===== src/design/sens_params.svh =====
////////////////////////////////////////////////////////////////////////////
// widths and channel count of the sensor data path
// command address map and mode register bit positions
////////////////////////////////////////////////////////////////////////////
`ifndef SENS_PARAMS_SVH
`define SENS_PARAMS_SVH

// data path sizes
`define SENS_NUM_CHN         4        // sensor channels
`define SENS_PX_WIDTH        16       // pixel as delivered by a channel
`define SENS_WORD_WIDTH      64       // memory word
`define SENS_CHN_BITS        2        // channel tag on merged output

// byte-serial command port
`define SENS_CMD_AW          16       // AL + AH
`define SENS_CMD_DW          32       // D0..D3

// address map, one mode register per channel
`define SENS_GROUP_ADDR      'h400    // channel 0 mode register
`define SENS_BASE_INC        'h040    // step to next channel

// mode register fields
`define SENS_MODE_EN_BIT     0        // 1 - channel enabled
`define SENS_MODE_16BIT_BIT  8        // 1 - 16 bpp, 0 - 8 bpp (top byte)

`endif


===== src/design/sens_px_pkg.sv =====
////////////////////////////////////////////////////////////////////////////
// memory word type shared by packers, arbiter and top level
// one 64-bit word seen as 16-bit or 8-bit pixel lanes
////////////////////////////////////////////////////////////////////////////
`include "sens_params.svh"

package sens_px_pkg;

    // lane 0 is the lsb end and carries the first pixel of the word
    typedef union packed {
        logic [`SENS_WORD_WIDTH/`SENS_PX_WIDTH-1:0][`SENS_PX_WIDTH-1:0] px16; // 4 x 16 bpp
        logic [`SENS_WORD_WIDTH/8-1:0][7:0]                             px8;  // 8 x 8 bpp
    } px_word_u;

endpackage


===== src/design/sens_cmd_deser.sv =====
////////////////////////////////////////////////////////////////////////////
// byte-serial command deserializer
// AL, AH, D0..D3 assembled into one address/data write pulse
////////////////////////////////////////////////////////////////////////////
`timescale 1ns/10ps
`include "sens_params.svh"

module sens_cmd_deser (
    input  logic                    mclk,
    input  logic                    reset,
    input  logic [7:0]              cmd_ad,     // address/data byte
    input  logic                    cmd_stb,    // high with AL
    output logic                    wr_en,      // single cycle write
    output logic [`SENS_CMD_AW-1:0] wr_addr,
    output logic [`SENS_CMD_DW-1:0] wr_data
);

    logic [2:0]              byte_cnt;  // index of the byte now on cmd_ad
    logic                    busy;      // inside a command
    logic                    cmd_done;  // D3 just shifted in
    logic [`SENS_CMD_AW-1:0] addr_sr;   // address, lsb byte first
    logic [`SENS_CMD_DW-1:0] data_sr;   // data, lsb byte first

    always_ff @(posedge mclk) begin
        if (reset) begin
            busy     <= 1'b0;
            byte_cnt <= 3'd0;
            cmd_done <= 1'b0;
            wr_en    <= 1'b0;
        end else begin
            cmd_done <= busy && !cmd_stb && (byte_cnt == 3'd5); // D3 on the bus
            wr_en    <= cmd_done;
            if (cmd_stb) begin                  // new or restarted command
                busy     <= 1'b1;
                byte_cnt <= 3'd1;
            end else if (busy) begin
                byte_cnt <= byte_cnt + 3'd1;
                if (byte_cnt == 3'd5)
                    busy <= 1'b0;               // all six bytes seen
            end
        end
    end

    // shift registers and write holding registers
    always_ff @(posedge mclk) begin
        if (cmd_stb || (busy && (byte_cnt == 3'd1)))
            addr_sr <= {cmd_ad, addr_sr[`SENS_CMD_AW-1:8]}; // AL then AH
        else if (busy)
            data_sr <= {cmd_ad, data_sr[`SENS_CMD_DW-1:8]}; // D0 ends at lsb
        if (cmd_done) begin
            wr_addr <= addr_sr;         // held until next command completes
            wr_data <= data_sr;
        end
    end

    // one write per command, even with strobes arriving back to back
    a_wr_single: assert property (@(posedge mclk) disable iff (reset)
        wr_en |=> !wr_en);

endmodule


===== src/design/sens_mode_regs.sv =====
////////////////////////////////////////////////////////////////////////////
// per-channel mode registers at group base + n * increment
// enable and 16 bpp bits kept for each channel
////////////////////////////////////////////////////////////////////////////
`timescale 1ns/10ps
`include "sens_params.svh"

module sens_mode_regs (
    input  logic                     mclk,
    input  logic                     reset,
    input  logic                     wr_en,
    input  logic [`SENS_CMD_AW-1:0]  wr_addr,
    input  logic [`SENS_CMD_DW-1:0]  wr_data,
    output logic [`SENS_NUM_CHN-1:0] chn_en,     // channel enabled
    output logic [`SENS_NUM_CHN-1:0] chn_16bit   // 16 bpp when set
);

    logic [`SENS_NUM_CHN-1:0] hit;  // write targets this channel

    // address decode, anything outside the four registers is dropped
    always_comb begin
        for (int i = 0; i < `SENS_NUM_CHN; i++) begin
            hit[i] = wr_en &&
                (wr_addr == `SENS_CMD_AW'(`SENS_GROUP_ADDR + i * `SENS_BASE_INC));
        end
    end

    always_ff @(posedge mclk) begin
        if (reset) begin
            chn_en    <= '0;            // all off, 8 bpp
            chn_16bit <= '0;
        end else begin
            for (int i = 0; i < `SENS_NUM_CHN; i++) begin
                if (hit[i]) begin
                    chn_en[i]    <= wr_data[`SENS_MODE_EN_BIT];
                    chn_16bit[i] <= wr_data[`SENS_MODE_16BIT_BIT];
                end
            end
        end
    end

endmodule


===== src/design/sens_px_packer.sv =====
////////////////////////////////////////////////////////////////////////////
// pixel packer for one channel
// 16-bit pixels into 64-bit words, 4 or 8 lanes, partial word at line end
////////////////////////////////////////////////////////////////////////////
`timescale 1ns/10ps
`include "sens_params.svh"

module sens_px_packer (
    input  logic                      mclk,
    input  logic                      reset,
    input  logic                      chn_en,      // from mode register
    input  logic                      chn_16bit,   // 1 - 4 lanes, 0 - 8 lanes
    // pixel side
    input  logic                      px_valid,
    input  logic [`SENS_PX_WIDTH-1:0] px_data,
    input  logic                      px_last,     // last pixel in line
    output logic                      px_ready,
    // word side
    output logic                      word_valid,
    input  logic                      word_ready,
    output sens_px_pkg::px_word_u     word_data,
    output logic                      word_last    // word closes a line
);

    localparam int LANES16 = `SENS_WORD_WIDTH / `SENS_PX_WIDTH;
    localparam int LANES8  = `SENS_WORD_WIDTH / 8;

    logic                  run;         // out of reset
    logic [2:0]            lane_cnt;    // next lane to fill
    logic [2:0]            last_lane;   // lane that closes a word
    logic                  completes;   // current pixel closes the word
    logic                  out_free;    // output register can take a word
    logic                  px_take;     // pixel accepted and kept
    sens_px_pkg::px_word_u acc;         // word being filled, upper lanes zero
    sens_px_pkg::px_word_u acc_next;    // acc with current pixel placed

    always_comb begin
        last_lane = chn_16bit ? 3'(LANES16 - 1) : 3'(LANES8 - 1);
        completes = px_last || (lane_cnt >= last_lane);
        out_free  = !word_valid || word_ready;
        // stall only the closing pixel, so a full word and a partial can coexist
        px_ready  = run && (!chn_en || !completes || out_free);
        px_take   = px_valid && px_ready && chn_en;   // disabled channel discards
        acc_next  = acc;
        if (chn_16bit)
            acc_next.px16[lane_cnt[1:0]] = px_data;
        else
            acc_next.px8[lane_cnt] = px_data[`SENS_PX_WIDTH-1:`SENS_PX_WIDTH-8]; // top byte
    end

    always_ff @(posedge mclk) begin
        if (reset) begin
            run        <= 1'b0;
            lane_cnt   <= 3'd0;
            acc        <= '0;
            word_valid <= 1'b0;
        end else begin
            run <= 1'b1;
            if (!chn_en) begin          // drop any half-built word
                lane_cnt <= 3'd0;
                acc      <= '0;
            end else if (px_take) begin
                if (completes) begin
                    lane_cnt <= 3'd0;
                    acc      <= '0;     // fresh word, unused lanes stay zero
                end else begin
                    lane_cnt <= lane_cnt + 3'd1;
                    acc      <= acc_next;
                end
            end
            if (px_take && completes)
                word_valid <= 1'b1;
            else if (word_ready)
                word_valid <= 1'b0;
        end
    end

    // output register, loaded on the edge of the closing pixel
    always_ff @(posedge mclk) begin
        if (px_take && completes) begin
            word_data <= acc_next;
            word_last <= px_last;
        end
    end

    // word must not change under back-pressure from the arbiter
    a_word_hold: assert property (@(posedge mclk) disable iff (reset)
        (word_valid && !word_ready) |=>
            (word_valid && $stable(word_data) && $stable(word_last)));

endmodule


===== src/design/sens_word_arbiter.sv =====
////////////////////////////////////////////////////////////////////////////
// round-robin merge of the channel word streams
// registered grant, registered output word with channel tag
////////////////////////////////////////////////////////////////////////////
`timescale 1ns/10ps
`include "sens_params.svh"

module sens_word_arbiter (
    input  logic                                          mclk,
    input  logic                                          reset,
    input  logic                   [`SENS_NUM_CHN-1:0]    word_valid,
    input  sens_px_pkg::px_word_u  [`SENS_NUM_CHN-1:0]    word_data,
    input  logic                   [`SENS_NUM_CHN-1:0]    word_last,
    output logic                   [`SENS_NUM_CHN-1:0]    word_ready,
    output logic                                          out_valid,
    input  logic                                          out_ready,
    output sens_px_pkg::px_word_u                         out_data,
    output logic                   [`SENS_CHN_BITS-1:0]   out_chn,
    output logic                                          out_last
);

    logic                      gnt_vld;    // a channel holds the grant
    logic [`SENS_CHN_BITS-1:0] gnt_chn;    // granted channel
    logic [`SENS_CHN_BITS-1:0] last_chn;   // last channel served
    logic                      out_free;   // output register empty or draining
    logic                      xfer;       // granted word moves this edge
    logic [`SENS_NUM_CHN-1:0]  req;        // candidates for next grant
    logic [`SENS_CHN_BITS-1:0] base;       // search starts after this one
    logic [`SENS_CHN_BITS-1:0] cand;
    logic                      pick_vld;
    logic [`SENS_CHN_BITS-1:0] pick_chn;

    always_comb begin
        out_free = !out_valid || out_ready;
        xfer     = gnt_vld && out_free;
        word_ready          = '0;
        word_ready[gnt_chn] = xfer;
        base = xfer ? gnt_chn : last_chn;
        req  = word_valid;
        if (xfer)
            req[gnt_chn] = 1'b0;        // its valid still shows the word leaving
        pick_vld = 1'b0;
        pick_chn = base;
        cand     = base;
        for (int k = 1; k <= `SENS_NUM_CHN; k++) begin
            cand = base + `SENS_CHN_BITS'(k);  // wraps, base itself comes last
            if (!pick_vld && req[cand]) begin
                pick_vld = 1'b1;
                pick_chn = cand;
            end
        end
    end

    always_ff @(posedge mclk) begin
        if (reset) begin
            gnt_vld   <= 1'b0;
            gnt_chn   <= '0;
            last_chn  <= `SENS_CHN_BITS'(`SENS_NUM_CHN - 1); // channel 0 first
            out_valid <= 1'b0;
        end else begin
            if (!gnt_vld || xfer) begin // grant held until its word moves
                gnt_vld <= pick_vld;
                gnt_chn <= pick_chn;
            end
            if (xfer)
                last_chn <= gnt_chn;
            if (xfer)
                out_valid <= 1'b1;
            else if (out_ready)
                out_valid <= 1'b0;
        end
    end

    always_ff @(posedge mclk) begin
        if (xfer) begin
            out_data <= word_data[gnt_chn];
            out_chn  <= gnt_chn;
            out_last <= word_last[gnt_chn];
        end
    end

    // ready goes to at most one channel that holds a word
    a_ready_onehot: assert property (@(posedge mclk) disable iff (reset)
        $onehot0(word_ready) && ((word_ready & ~word_valid) == '0));

    // output word and tag frozen while the sink stalls
    a_out_hold: assert property (@(posedge mclk) disable iff (reset)
        (out_valid && !out_ready) |=>
            (out_valid && $stable(out_data) && $stable(out_chn) && $stable(out_last)));

endmodule


===== src/design/sensors_top.sv =====
////////////////////////////////////////////////////////////////////////////
// four-channel sensor data path
// command port, mode registers, per-channel packers, word arbiter
////////////////////////////////////////////////////////////////////////////
`timescale 1ns/10ps
`include "sens_params.svh"

module sensors_top (
    input  logic                                         mclk,
    input  logic                                         reset,
    // command port
    input  logic [7:0]                                   cmd_ad,    // AL-AH-D0-D1-D2-D3
    input  logic                                         cmd_stb,   // with AL
    // pixel inputs
    input  logic [`SENS_NUM_CHN-1:0]                     px_valid,
    input  logic [`SENS_NUM_CHN-1:0][`SENS_PX_WIDTH-1:0] px_data,
    input  logic [`SENS_NUM_CHN-1:0]                     px_last,
    output logic [`SENS_NUM_CHN-1:0]                     px_ready,
    // merged word output
    output logic                                         out_valid,
    input  logic                                         out_ready,
    output sens_px_pkg::px_word_u                        out_data,
    output logic [`SENS_CHN_BITS-1:0]                    out_chn,
    output logic                                         out_last
);

    logic [7:0]                                 cmd_ad_r;   // registered command byte
    logic                                       cmd_stb_r;
    logic                                       wr_en;
    logic [`SENS_CMD_AW-1:0]                    wr_addr;
    logic [`SENS_CMD_DW-1:0]                    wr_data;
    logic [`SENS_NUM_CHN-1:0]                   chn_en;
    logic [`SENS_NUM_CHN-1:0]                   chn_16bit;
    logic [`SENS_NUM_CHN-1:0]                   word_valid;
    logic [`SENS_NUM_CHN-1:0]                   word_ready;
    sens_px_pkg::px_word_u [`SENS_NUM_CHN-1:0]  word_data;
    logic [`SENS_NUM_CHN-1:0]                   word_last;

    always_ff @(posedge mclk) begin
        cmd_ad_r <= cmd_ad;                     // one stage at the port
        if (reset)
            cmd_stb_r <= 1'b0;
        else
            cmd_stb_r <= cmd_stb;
    end

    sens_cmd_deser sens_cmd_deser_i (
        .mclk      (mclk),
        .reset     (reset),
        .cmd_ad    (cmd_ad_r),
        .cmd_stb   (cmd_stb_r),
        .wr_en     (wr_en),
        .wr_addr   (wr_addr),
        .wr_data   (wr_data)
    );

    sens_mode_regs sens_mode_regs_i (
        .mclk      (mclk),
        .reset     (reset),
        .wr_en     (wr_en),
        .wr_addr   (wr_addr),
        .wr_data   (wr_data),
        .chn_en    (chn_en),
        .chn_16bit (chn_16bit)
    );

    for (genvar i = 0; i < `SENS_NUM_CHN; i++) begin : g_chn
        sens_px_packer sens_px_packer_i (
            .mclk       (mclk),
            .reset      (reset),
            .chn_en     (chn_en[i]),
            .chn_16bit  (chn_16bit[i]),
            .px_valid   (px_valid[i]),
            .px_data    (px_data[i]),
            .px_last    (px_last[i]),
            .px_ready   (px_ready[i]),
            .word_valid (word_valid[i]),
            .word_ready (word_ready[i]),
            .word_data  (word_data[i]),
            .word_last  (word_last[i])
        );
    end

    sens_word_arbiter sens_word_arbiter_i (
        .mclk       (mclk),
        .reset      (reset),
        .word_valid (word_valid),
        .word_data  (word_data),
        .word_last  (word_last),
        .word_ready (word_ready),
        .out_valid  (out_valid),
        .out_ready  (out_ready),
        .out_data   (out_data),
        .out_chn    (out_chn),
        .out_last   (out_last)
    );

endmodule


===== config.mk =====
export PLATFORM = sky130hd
export DESIGN_NAME = sensors_top
export DESIGN_NICKNAME = d
export VERILOG_FILES = /design/src/design/sens_px_pkg.sv /design/src/design/sens_cmd_deser.sv /design/src/design/sens_mode_regs.sv /design/src/design/sens_px_packer.sv /design/src/design/sens_word_arbiter.sv /design/src/design/sensors_top.sv
export VERILOG_INCLUDE_DIRS = /design/src /design/src/design
export SDC_FILE = /design/constraint.sdc
export NUM_CORES = 1
export LEC_CHECK = 0
export ABC_AREA = 1
export BUFFER_PORTS_ARGS = -buffer_cell sky130_fd_sc_hd__buf_4
export CAP_MARGIN = 20
export CORE_MARGIN = 2
export CORE_UTILIZATION = 35
export DETAILED_ROUTE_END_ITERATION = 10
export PLACE_DENSITY = 0.53
export SLEW_MARGIN = 10
export SYNTH_ARGS = -nofsm -noshare
export SYNTH_HDL_FRONTEND = slang
export SYNTH_SLANG_ARGS = --single-unit

===== constraint.sdc =====
create_clock -name mclk -period 7 [get_ports mclk]
set_input_delay 1.05 -clock mclk [delete_from_list [all_inputs] [get_ports mclk]]
set_output_delay 1.05 -clock mclk [all_outputs]
set_load 0.01 [all_outputs]

# Word-level counts from Yosys, hierarchy flattened
# Cells that the tools add are included.
[totals]
word_cells = 260
ff_bits = 702
output_inout_bits = 72
input_bits = 84
[op_classes]
bitwise = 8
magnitude_cmp = 26
add_sub_neg = 8
reduce_logical = 85
n_mux = 80
eq_ne = 6
[op_table]
columns = ["op", "n"]
rows = [
  ["$mux 64", 9],
  ["$bwmux 64", 8],
  ["$bmux 64 s2", 1],
  ["$demux 16 s2", 4],
  ["$demux 8 s3", 4],
  ["$eq 16x11->1 const B", 4],
  ["$mux 16", 4],
  ["$logic_and 1x1->1", 36],
  ["$mux 8", 4],
  ["$lt 2x3->1 const B", 9],
  ["$mux 1", 26],
  ["$mux 3", 8],
  ["$logic_or 1x1->1", 19],
  ["$logic_not 1->1", 18],
  ["$lt 3x4->1 const B", 4],
  ["$add 3x1->3 const B", 5],
  ["$ge 3x1->1 const B", 4],
  ["$ge 3x3->1", 4],
  ["$reduce_bool 2->1", 6],
  ["$bmux 1 s2", 5],
  ["$ge 2x1->1 const B", 5],
  ["$mux 2", 5],
  ["$reduce_or 2->1", 5],
  ["$and 4x4->4", 2],
  ["other kinds (9)", 14],
]

# Logic depth before layout (Yosys ltp)
# Gate-level depths: netlist of the first run.
[logic_depth]
word_depth = 19
depth_mapped = 17
depth_no_buf = 17

# Modules after synthesis
# A second synthesis of the first run with hierarchy kept.
[unflattened]
hier_cells = 4643
hier_area_um2 = 36590.1
[modules_own_cells]
columns = ["module", "seq_area_each_um2", "area_per_inst_um2", "cells_each", "instances"]
rows = [
  ["sens_px_packer (g_chn[1].sens_px_packer_i ...)", 3333.2, 7174.4, 993, 3],
  ["sens_px_packer (g_chn[0].sens_px_packer_i)", 3333.2, 7180.6, 993, 1],
  ["sens_word_arbiter", 2132.0, 3991.3, 434, 1],
  ["sens_cmd_deser", 3002.9, 3175.5, 135, 1],
  ["sens_mode_regs", 160.2, 529.3, 91, 1],
  ["sensors_top", 180.2, 190.2, 11, 1],
]

# Least setup slack after synthesis of the first run
# Ideal clock, no wire load.
[synth_path]
path_kind = "input to register"
from = "input port out_ready"
to = "register g_chn[1].sens_px_packer_i.acc[3] (netlist name)"
slack_ns = 1.476
t_arrival_ns = 5.401
stages = 13
required_ns = 6.877
cell_sequence = "inv_1 -> nand2_1 -> buf_2 -> nand3_1 -> nand2_2 -> nor2_1 -> a21oi_2 -> nand3_2 -> nor2_1 -> inv_1 -> nand2_2 -> buf_2 -> a211oi_1"
[synth_between]
elab_chain_len = 8
[synth_lines]
columns = ["element", "line", "rtl"]
rows = [
  ["from (decl)", "sensors_top.sv:21", "input logic out_ready,"],
  ["$logic_or 1x1->1", "sens_word_arbiter.sv:34", "out_free = !out_valid || out_ready;"],
  ["$logic_and 1x1->1", "sens_word_arbiter.sv:35", "xfer = gnt_vld && out_free;"],
  ["$and 4x4->4 (no line)", "n/a", ""],
  ["$logic_or 1x1->1", "sens_px_packer.sv:40", "out_free = !word_valid || word_ready;"],
  ["$logic_or 1x1->1", "sens_px_packer.sv:42", "px_ready = run && (!chn_en || !completes || out_free);"],
  ["$logic_and 1x1->1", "sens_px_packer.sv:42", ""],
  ["via g_chn[1].sens_px_packer_i.px_ready", "sens_px_packer.sv:17", "output logic px_ready,"],
  ["$logic_and 1x1->1 (2 in series)", "sens_px_packer.sv:43", "px_take = px_valid && px_ready && chn_en;"],
  ["to (signal assigned)", "sens_px_packer.sv:68", "acc <= acc_next;"],
  ["to (decl)", "sens_px_packer.sv:34", "sens_px_pkg::px_word_u acc;"],
]
# The timed path passes the listed nets, and every way through them passes these cells.
# A chain may end at the register's enable or synchronous reset.

# Worst setup path after layout of the first run
[layout_path]
from = "register g_chn[3].sens_px_packer_i.lane_cnt[0]"
to = "register g_chn[3].sens_px_packer_i.word_data[26] (netlist name), enable pin"
[layout_between]
elab_chain_len = 9
[layout_lines]
columns = ["element", "line", "rtl"]
rows = [
  ["from (decl)", "sens_px_packer.sv:29", "logic [2:0] lane_cnt;"],
  ["from (signal assigned)", "sens_px_packer.sv:67", "lane_cnt <= lane_cnt + 3'd1;"],
  ["$ge 3x3->1 *", "sens_px_packer.sv:39", "completes = px_last || (lane_cnt >= last_lane);"],
  ["$logic_or 1x1->1 *", "sens_px_packer.sv:39", ""],
  ["$logic_not 1->1", "sens_px_packer.sv:42", ""],
  ["$logic_or 1x1->1 (2 in series)", "sens_px_packer.sv:42", ""],
  ["$logic_and 1x1->1", "sens_px_packer.sv:42", ""],
  ["$logic_and 1x1->1 (2 in series)", "sens_px_packer.sv:43", ""],
  ["$logic_and 1x1->1 *", "sens_px_packer.sv:80", "if (px_take && completes) begin"],
  ["to (signal assigned)", "sens_px_packer.sv:81", "word_data <= acc_next;"],
  ["to (decl)", "sens_px_packer.sv:21", "output sens_px_pkg::px_word_u word_data,"],
]
# Every way passes the cells marked *; elsewhere a longest branch is shown, timed or not.

==> results of run 1 <==
## how the worst min path moves through the flow
stage,end,cells past startpoint,startpoint,slack (ns)
2_1_floorplan,sens_cmd_deser_i.addr_sr[10],0,cmd_ad_r[2],0.39
3_3_place_gp,sens_cmd_deser_i.addr_sr[10],0,cmd_ad_r[2],0.39
3_5_place_dp,sens_cmd_deser_i.addr_sr[12],0,cmd_ad_r[4],0.39
4_1_cts,sens_cmd_deser_i.addr_sr[14],0,cmd_ad_r[6],0.40
5_1_grt,sens_cmd_deser_i.addr_sr[15],0,cmd_ad_r[7],0.41
6_report,sens_cmd_deser_i.addr_sr[14],0,cmd_ad_r[6],0.40
## cell families after synthesis
kind of cell	synth area share [%]
compound gates	23.9
simple gates	14.0
flops	54.6
xor+xnor	0.0562
fa+ha+maj	0.884
buf+inv	6.56
## synth_stat cells, types with 3 or more instances
master,count
buf_4,12
a22oi_1,175
buf_1,20
buf_6,3
buf_2,62
o21ai_0,403
nand3_1,192
ha_1,22
a211oi_1,125
nor2_1,265
clkinv_1,3
dfxtp_1,302
o21ai_1,5
a21oi_2,4
clkbuf_1,166
nand2_2,5
edfxtp_1,365
nor3b_1,3
inv_2,11
a32oi_1,24
inv_1,224
a21oi_1,573
nand2_1,606
a31oi_1,4
nor3_1,4
nand3_2,3
## worst max-delay path: stages (launching register included)
cell and delay, ns:
dfxtp_1 0.39, ha_1 0.27, inv_1 0.66, nand2_1 0.11
nand2_1 0.10, nand2_1 0.06, inv_2 0.04, buf_4 0.44
nor2_1 0.10, a21oi_2 0.22, nand3_4 0.37, nor2_4 0.73
buf_4 0.65
## power breakdown
group | leakage (nW) | internal, mW | switching [mW] | total (mW)
clock | 1.21 | 2.37 | 1.68 | 4.05
sequential | 5.90 | 4.39 | 0.0839 | 4.48
combinational | 5.47 | 0.456 | 1.05 | 1.51
## per-stage QoR
| step | setup slack (ns) | hold WS (ns) | std cells | power (mW) |
|---|---|---|---|---|
| final | 2.38 | 0.402 | 4817 | 10.0 |
| after global routing | 2.06 | 0.411 | 4815 | 10.4 |
| after CTS | 2.42 | 0.402 | 4812 | 10.1 |
| after detailed placement | 2.47 | 0.389 | 4674 | 6.08 |
| after global placement | 2.49 | 0.390 | 4674 | 6.08 |
| after floorplan | 1.48 | 0.386 | 3592 | 5.26 |
## final cells by class
type	count	share of cell area (%)
antenna	2	0.0141
clock buffer	103	6.01
clock inverter	35	1.07
inverter	240	2.55
multi-input combinational	2421	34.3
sequential	667	47.9
tap	1165	4.10
timing repair buffer	184	4.06
## flip-flops by register name, indices dropped and copies added (netlist names), 2 cells and up
| signal | flops |
|---|---|
| g_chn.sens_px_packer_i.acc | 256 |
| g_chn.sens_px_packer_i.word_data | 256 |
| sens_word_arbiter_i.out_data | 64 |
| sens_cmd_deser_i.addr_sr | 16 |
| sens_cmd_deser_i.wr_addr | 16 |
| g_chn.sens_px_packer_i.lane_cnt | 12 |
| cmd_ad_r | 8 |
| g_chn.sens_px_packer_i.word_last | 4 |
| g_chn.sens_px_packer_i.word_valid | 4 |
| sens_cmd_deser_i.data_sr | 4 |
| sens_mode_regs_i.chn_16bit | 4 |
| sens_mode_regs_i.chn_en | 4 |
| sens_cmd_deser_i.byte_cnt | 3 |
| sens_cmd_deser_i.wr_data | 2 |
| sens_word_arbiter_i.gnt_chn | 2 |
| sens_word_arbiter_i.last_chn | 2 |
| sens_word_arbiter_i.out_chn | 2 |
## layer usage
layer  up-vias  global-route usage, %  wire length, um
li1      12700                      -                -
met1     12700                   33.8            48500
met2      1059                   35.1            47700
met3       161                   3.38             8100
met4         6                   8.93             3940
met5         -                      0               41
==> metrics.md, run 1 <==
| Metric | Value |
|---|---|
| Syn Inst Count | 3592 |
| Initial Utilization | 35.3% |
| Postcts setup bufs | 0 |
| Asr flop ratio synth | 0% |
| Post-route cell area | 0.0355 mm2 |
| Max-slew headroom | 30.7% |
| Crit path capture type | register |
| Area post-placement | 0.0329 mm2 |
| Number of synthesized flops with an enable pin | 365 |
| Drt wl/cell | 22.5 um |
| Multi-input logic area | 0.0122 mm2 |
| DR vias | 26600 |
| Status | complete, no violations |
| Core area | 0.0882 mm2 |
| Yosys warning count | 0 |
| Port Buffers | 155 |
| Main synth FF type | edfxtp_1 |
| Final Hold Fails | 0 |
| Pin count of the biggest net entering global routing | 94 |
| Pleak | 12.6 nW |
| Yosys top cell area share | 35.2% |
| Critical Path End | g_chn[3].sens_px_packer_i.word_data[26] |
| Max_cap viols | 0 |
| Post-synthesis cell type count | 33 |
| Worst Clk Skew | 0.0346 ns |
| Final min period | 4.62 ns |
| FF-to-FF Start | g_chn[3].sens_px_packer_i.lane_cnt[0] |
| RR Endpoint | g_chn[3].sens_px_packer_i.word_data[26] |
| Synth area leaders | edfxtp_1 35%, dfxtp_1 19%, a21oi_1 9.2%, nand2_1 7.3%, o21ai_0 6.5% |
| Row count | 109 |
| PwrDens | 283 mW/mm2 |
| Total track usage | 23.3% |
| Commonest cells after routing, fill and taps aside | 606 x nand2_1, 573 x a21oi_1, 403 x o21ai_0 |
| Layout cells sized above 1 | 9.29% |
| Setup_tns | 0 ns |
| Worst EP arrival | 4.87 ns |
| Type of origin of the critical path | register |
| Kind of critical path | reg -> reg |
| DRT Wirelength | 108 mm |
| RSZ-0062 raised after global routing | no |
| Crit path from | g_chn[3].sens_px_packer_i.lane_cnt[0] |
| Net Count, Synth | 3698 |
| First-pass GRT wire length | 159 mm |
| Hpwl dp | 72.9 mm |
| Root Buffer | clkbuf_16 |
| FF/Latch Area | 0.0170 mm2 |
| Sequential cell area fraction in the yosys report | 54.6% |
| Initial antenna violation count | 6 |
| R2R cell count | 12 |
| I/O pin cnt | 156 |
| Fin util | 40.2% |
| Vias per Instance | 5.52 |
| Worst-path clk slew | 0.06 ns |
| Hold Path Class | reg -> reg |
| DRT Pass-1 Iters | 6 |
| Commonest non-fill, non-tap cell in the layout | nand2_1 |
| 1st-iter DRT viols | 3001 |
| Hold bufs inserted after CTS | 0 |
| DIE HEIGHT | 302 um |
| Clock tree sinks | 667 |
| DRC viols | 0 |
| R2R Setup Slk | 2.38 ns |
| FF+latch count, synth | 667 |
| Mapped Avg Cell Area | 8.67 um2 |
| Final Slew Violations | 0 |
| Crit share post-route | 66.0% |
| Die Width | 302 um |
| Maximum VDD drop | 0.238 mV |
| Clock buffer count from CTS | 75 |
| Vias in the first global route | 23800 |
| # fillers | 8766 |
| CP Max Fanout | 44 |
| Critical Path RT | 7.25 ns |
| Fmax | 216 MHz |
| H-tree Lvls | 3 |
| Final nets | 3695 |
| Area Growth Syn to Fin | 14.0% |
| # setup viols final | 0 |
| DIE AREA | 0.0914 mm2 |
| Leading area contributor after synthesis | edfxtp_1 |
| Latest clock arrival within the worst-skew pair | 0.65 ns |
| Worst-Margin Slew | 1.04 ns |
| Max Root-Sink Buffers | 3 |
| ANT nets after route | 0 |
| TritonCTS clock tree | yes |
| Post-CTS Resized | 0 |
| Gpl congestion | 0.876 |
| Total congestion overflow | 0 |
| Cell area after synthesis | 0.0311 mm2 |
No activity file was read; power rests on OpenSTA's default activity.
==> run 2: changes to the inputs <==
Settings changed: PLACE_DENSITY 0.53 to 0.55.
Clock period 7 ns to 4.2 ns, I/O delays scaled along.
==> metrics.md, run 2 (synthesized netlist as in run 1, its figures left out) <==
| Metric | Value |
|---|---|
| Dpl ws | 0.950 ns (-1.52 ns) |
| Hold path startpoint | cmd_ad[7] |
| Max-slew headroom | 33.9% (+3.2 points) |
| Hold path depth | 1 (+1) |
| DIE AREA | 0.0914 mm2 (unchanged) |
| R2R Setup Slk | 0.92 ns (-1.46 ns) |
| Hold bufs inserted after CTS | 0 (unchanged) |
| Die Width | 302 um (unchanged) |
| Row count | 109 (unchanged) |
| TritonCTS clock tree | yes |
| Final nets | 3711 (+0.43%) |
| RR Endpoint | g_chn[2].sens_px_packer_i.word_data[16] |
| Commonest non-fill, non-tap cell in the layout | nand2_1 |
| Initial Utilization | 35.3% (unchanged) |
| CP dominant cell by count | nand2_1 |
| Area Growth Syn to Fin | 14.5% |
| Type of origin of the critical path | register |
| Root Buffer | clkbuf_16 |
| Post-CTS Resized | 0 (unchanged) |
| Pleak | 12.7 nW (+0.81%) |
| DRT Pass-1 Iters | 7 (+1) |
| Worst-Margin Slew | 0.991 ns (-0.0485 ns) |
| Fmax | 304 MHz (+41%) |
| Worst setup margin | 0.915 ns (-1.46 ns) |
| Pin count of the biggest net entering global routing | 93 (-1.1%) |
| Postcts setup bufs | 0 (unchanged) |
| Critical path, cell by cell | ha_1, inv_2, nand2_1, nand2_1, nand2_1, inv_2, nor2_1, a21oi_2, nand3_4, nor2_4, buf_4 |
| 1st-iter DRT viols | 3253 (+8.4%) |
| DP Cell Count | 4689 (+0.32%) |
| Final Slew Violations | 0 (unchanged) |
| Critical Path Slowest Stage Cell | buf_4 |
| Crit path capture type | register |
| Maximum VDD drop | 0.350 mV (+47%) |
| Hpwl dp | 73.5 mm (+0.74%) |
| Critical path's largest stage delay | 0.71 ns (-0.02 ns) |
| Worst Clk Skew | 0.0297 ns (-0.00487 ns) |
| Vias per Instance | 5.57 (+0.92%) |
| Hold Path Class | in -> reg |
| Clock tree sinks | 667 (unchanged) |
| Hold Path Sink | cmd_ad_r[7] |
| DRT Wirelength | 109 mm (+0.28%) |
| Critical Path RT | 4.44 ns (-2.81 ns) |
| Worst EP arrival | 3.53 ns (-1.34 ns) |
| Status | complete, no violations |
| Drt wl/cell | 22.5 um (about the same) |
| DRC viols | 0 (unchanged) |
| Worst-path clk slew | 0.06 ns (about the same) |
| CP Max Fanout | 65 (+48%) |
| Diodes inserted | 0 (-2) |
| ANT nets after route | 0 (unchanged) |
| Port Buffers | 155 (unchanged) |
| Commonest cells after routing, fill and taps aside | 606 x nand2_1, 573 x a21oi_1, 403 x o21ai_0 |
| Hold Slack | 0.125 ns (-0.277 ns) |
| Crit share post-route | 78.2% (+12 points) |
| R2R cell count | 11 (-1) |
| RSZ-0062 raised after global routing | no |
| Total track usage | 23.4% (+0.040 points) |
| Non-filler cells in the finished layout | 4833 (+0.33%) |
| # setup viols final | 0 (unchanged) |
| Regs by FF count | g_chn.sens_px_packer_i.acc: 256 flops, g_chn.sens_px_packer_i.word_data: 256 flops, sens_word_arbiter_i.out_data: 64 flops |
| Power Total | 16.8 mW (+67%) |
| Gpl congestion | 0.868 (-0.87%) |
| DR vias | 26900 (+1.3%) |
| Setup_tns | 0 ns (unchanged) |
| DIE HEIGHT | 302 um (unchanged) |
| Post-route cell area | 0.0357 mm2 (+0.41%) |
| Largest delay share family, worst path | buffers and inverters |
| H-tree Lvls | 3 (unchanged) |
| Total congestion overflow | 0 (unchanged) |
| Fin util | 40.4% (+0.16 points) |
| I/O pin cnt | 156 (unchanged) |
| WP buf/inv | 3 (-1) |
| Area post-placement | 0.0331 mm2 (+0.49%) |
| Initial antenna violation count | 1 (-5) |
| Max_cap viols | 0 (unchanged) |
| Core area | 0.0882 mm2 (unchanged) |
| Max Root-Sink Buffers | 3 (unchanged) |
| First-pass GRT wire length | 161 mm (+0.89%) |
| Latest clock arrival within the worst-skew pair | 0.62 ns (-0.03 ns) |
| FF-to-FF Start | g_chn[2].sens_px_packer_i.lane_cnt[0] |
| Vias in the first global route | 24200 (+2.0%) |
| Clock buffer count from CTS | 76 (+1.3%) |
| PwrDens | 470 mW/mm2 (+66%) |
| Layout cells sized above 1 | 9.68% (+0.39 points) |
| Kind of critical path | reg -> reg |
| Final Hold Fails | 0 (unchanged) |
| Final min period | 3.28 ns (-1.34 ns) |
[run 2: how the worst max path moves through the flow]
stage                                                from                                 endpoint  slack, ns  cells after the start
floorplan                                       out_ready         g_chn[1].sens_px_packer_i.acc[3]       0.29                     13
global placement                                out_ready    g_chn[0].sens_px_packer_i.lane_cnt[2]       0.98                     12
detailed placement                              out_ready  g_chn[1].sens_px_packer_i.word_data[30]       0.95                     10
CTS                 g_chn[2].sens_px_packer_i.lane_cnt[0]  g_chn[2].sens_px_packer_i.word_data[16]       0.95                     11
global route        g_chn[1].sens_px_packer_i.lane_cnt[0]         g_chn[1].sens_px_packer_i.acc[1]       0.61                     13
finish              g_chn[2].sens_px_packer_i.lane_cnt[0]  g_chn[2].sens_px_packer_i.word_data[16]       0.92                     11
[run 2: worst register-to-register path: cells and delay by family, from the launching register on]
kind / cells / cell delay (ns)
compound gates: 1 / 0.20
fa+ha+maj: 1 / 0.37
buf+inv: 3 / 1.17
flops: 1 / 0.38
simple gates: 6 / 0.71
[run 2: layer usage]
layer / track usage (%) / vias to the layer above / part of all wire [%]
li1: - / 12700 / -
met1: 33.6 / 12800 / 44
met2: 35.5 / 1194 / 44
met3: 3.89 / 169 / 8.3
met4: 8.05 / 2 / 3.7
met5: 0 / - / 0.010
[run 2: final cells by class]
cell class	instances	area [um2]
multi-input combinational	2421	12200
clock buffer	101	2130
inverter	240	907
clock inverter	40	395
sequential	667	17000
tap	1165	1460
fill	8757	52600
timing repair buffer	199	1580
[run 2: report_power, final]
part	total, mW	switching (mW)	internal (mW)
clock	6.77	2.80	3.96
sequential	7.46	0.140	7.32
combinational	2.53	1.75	0.775
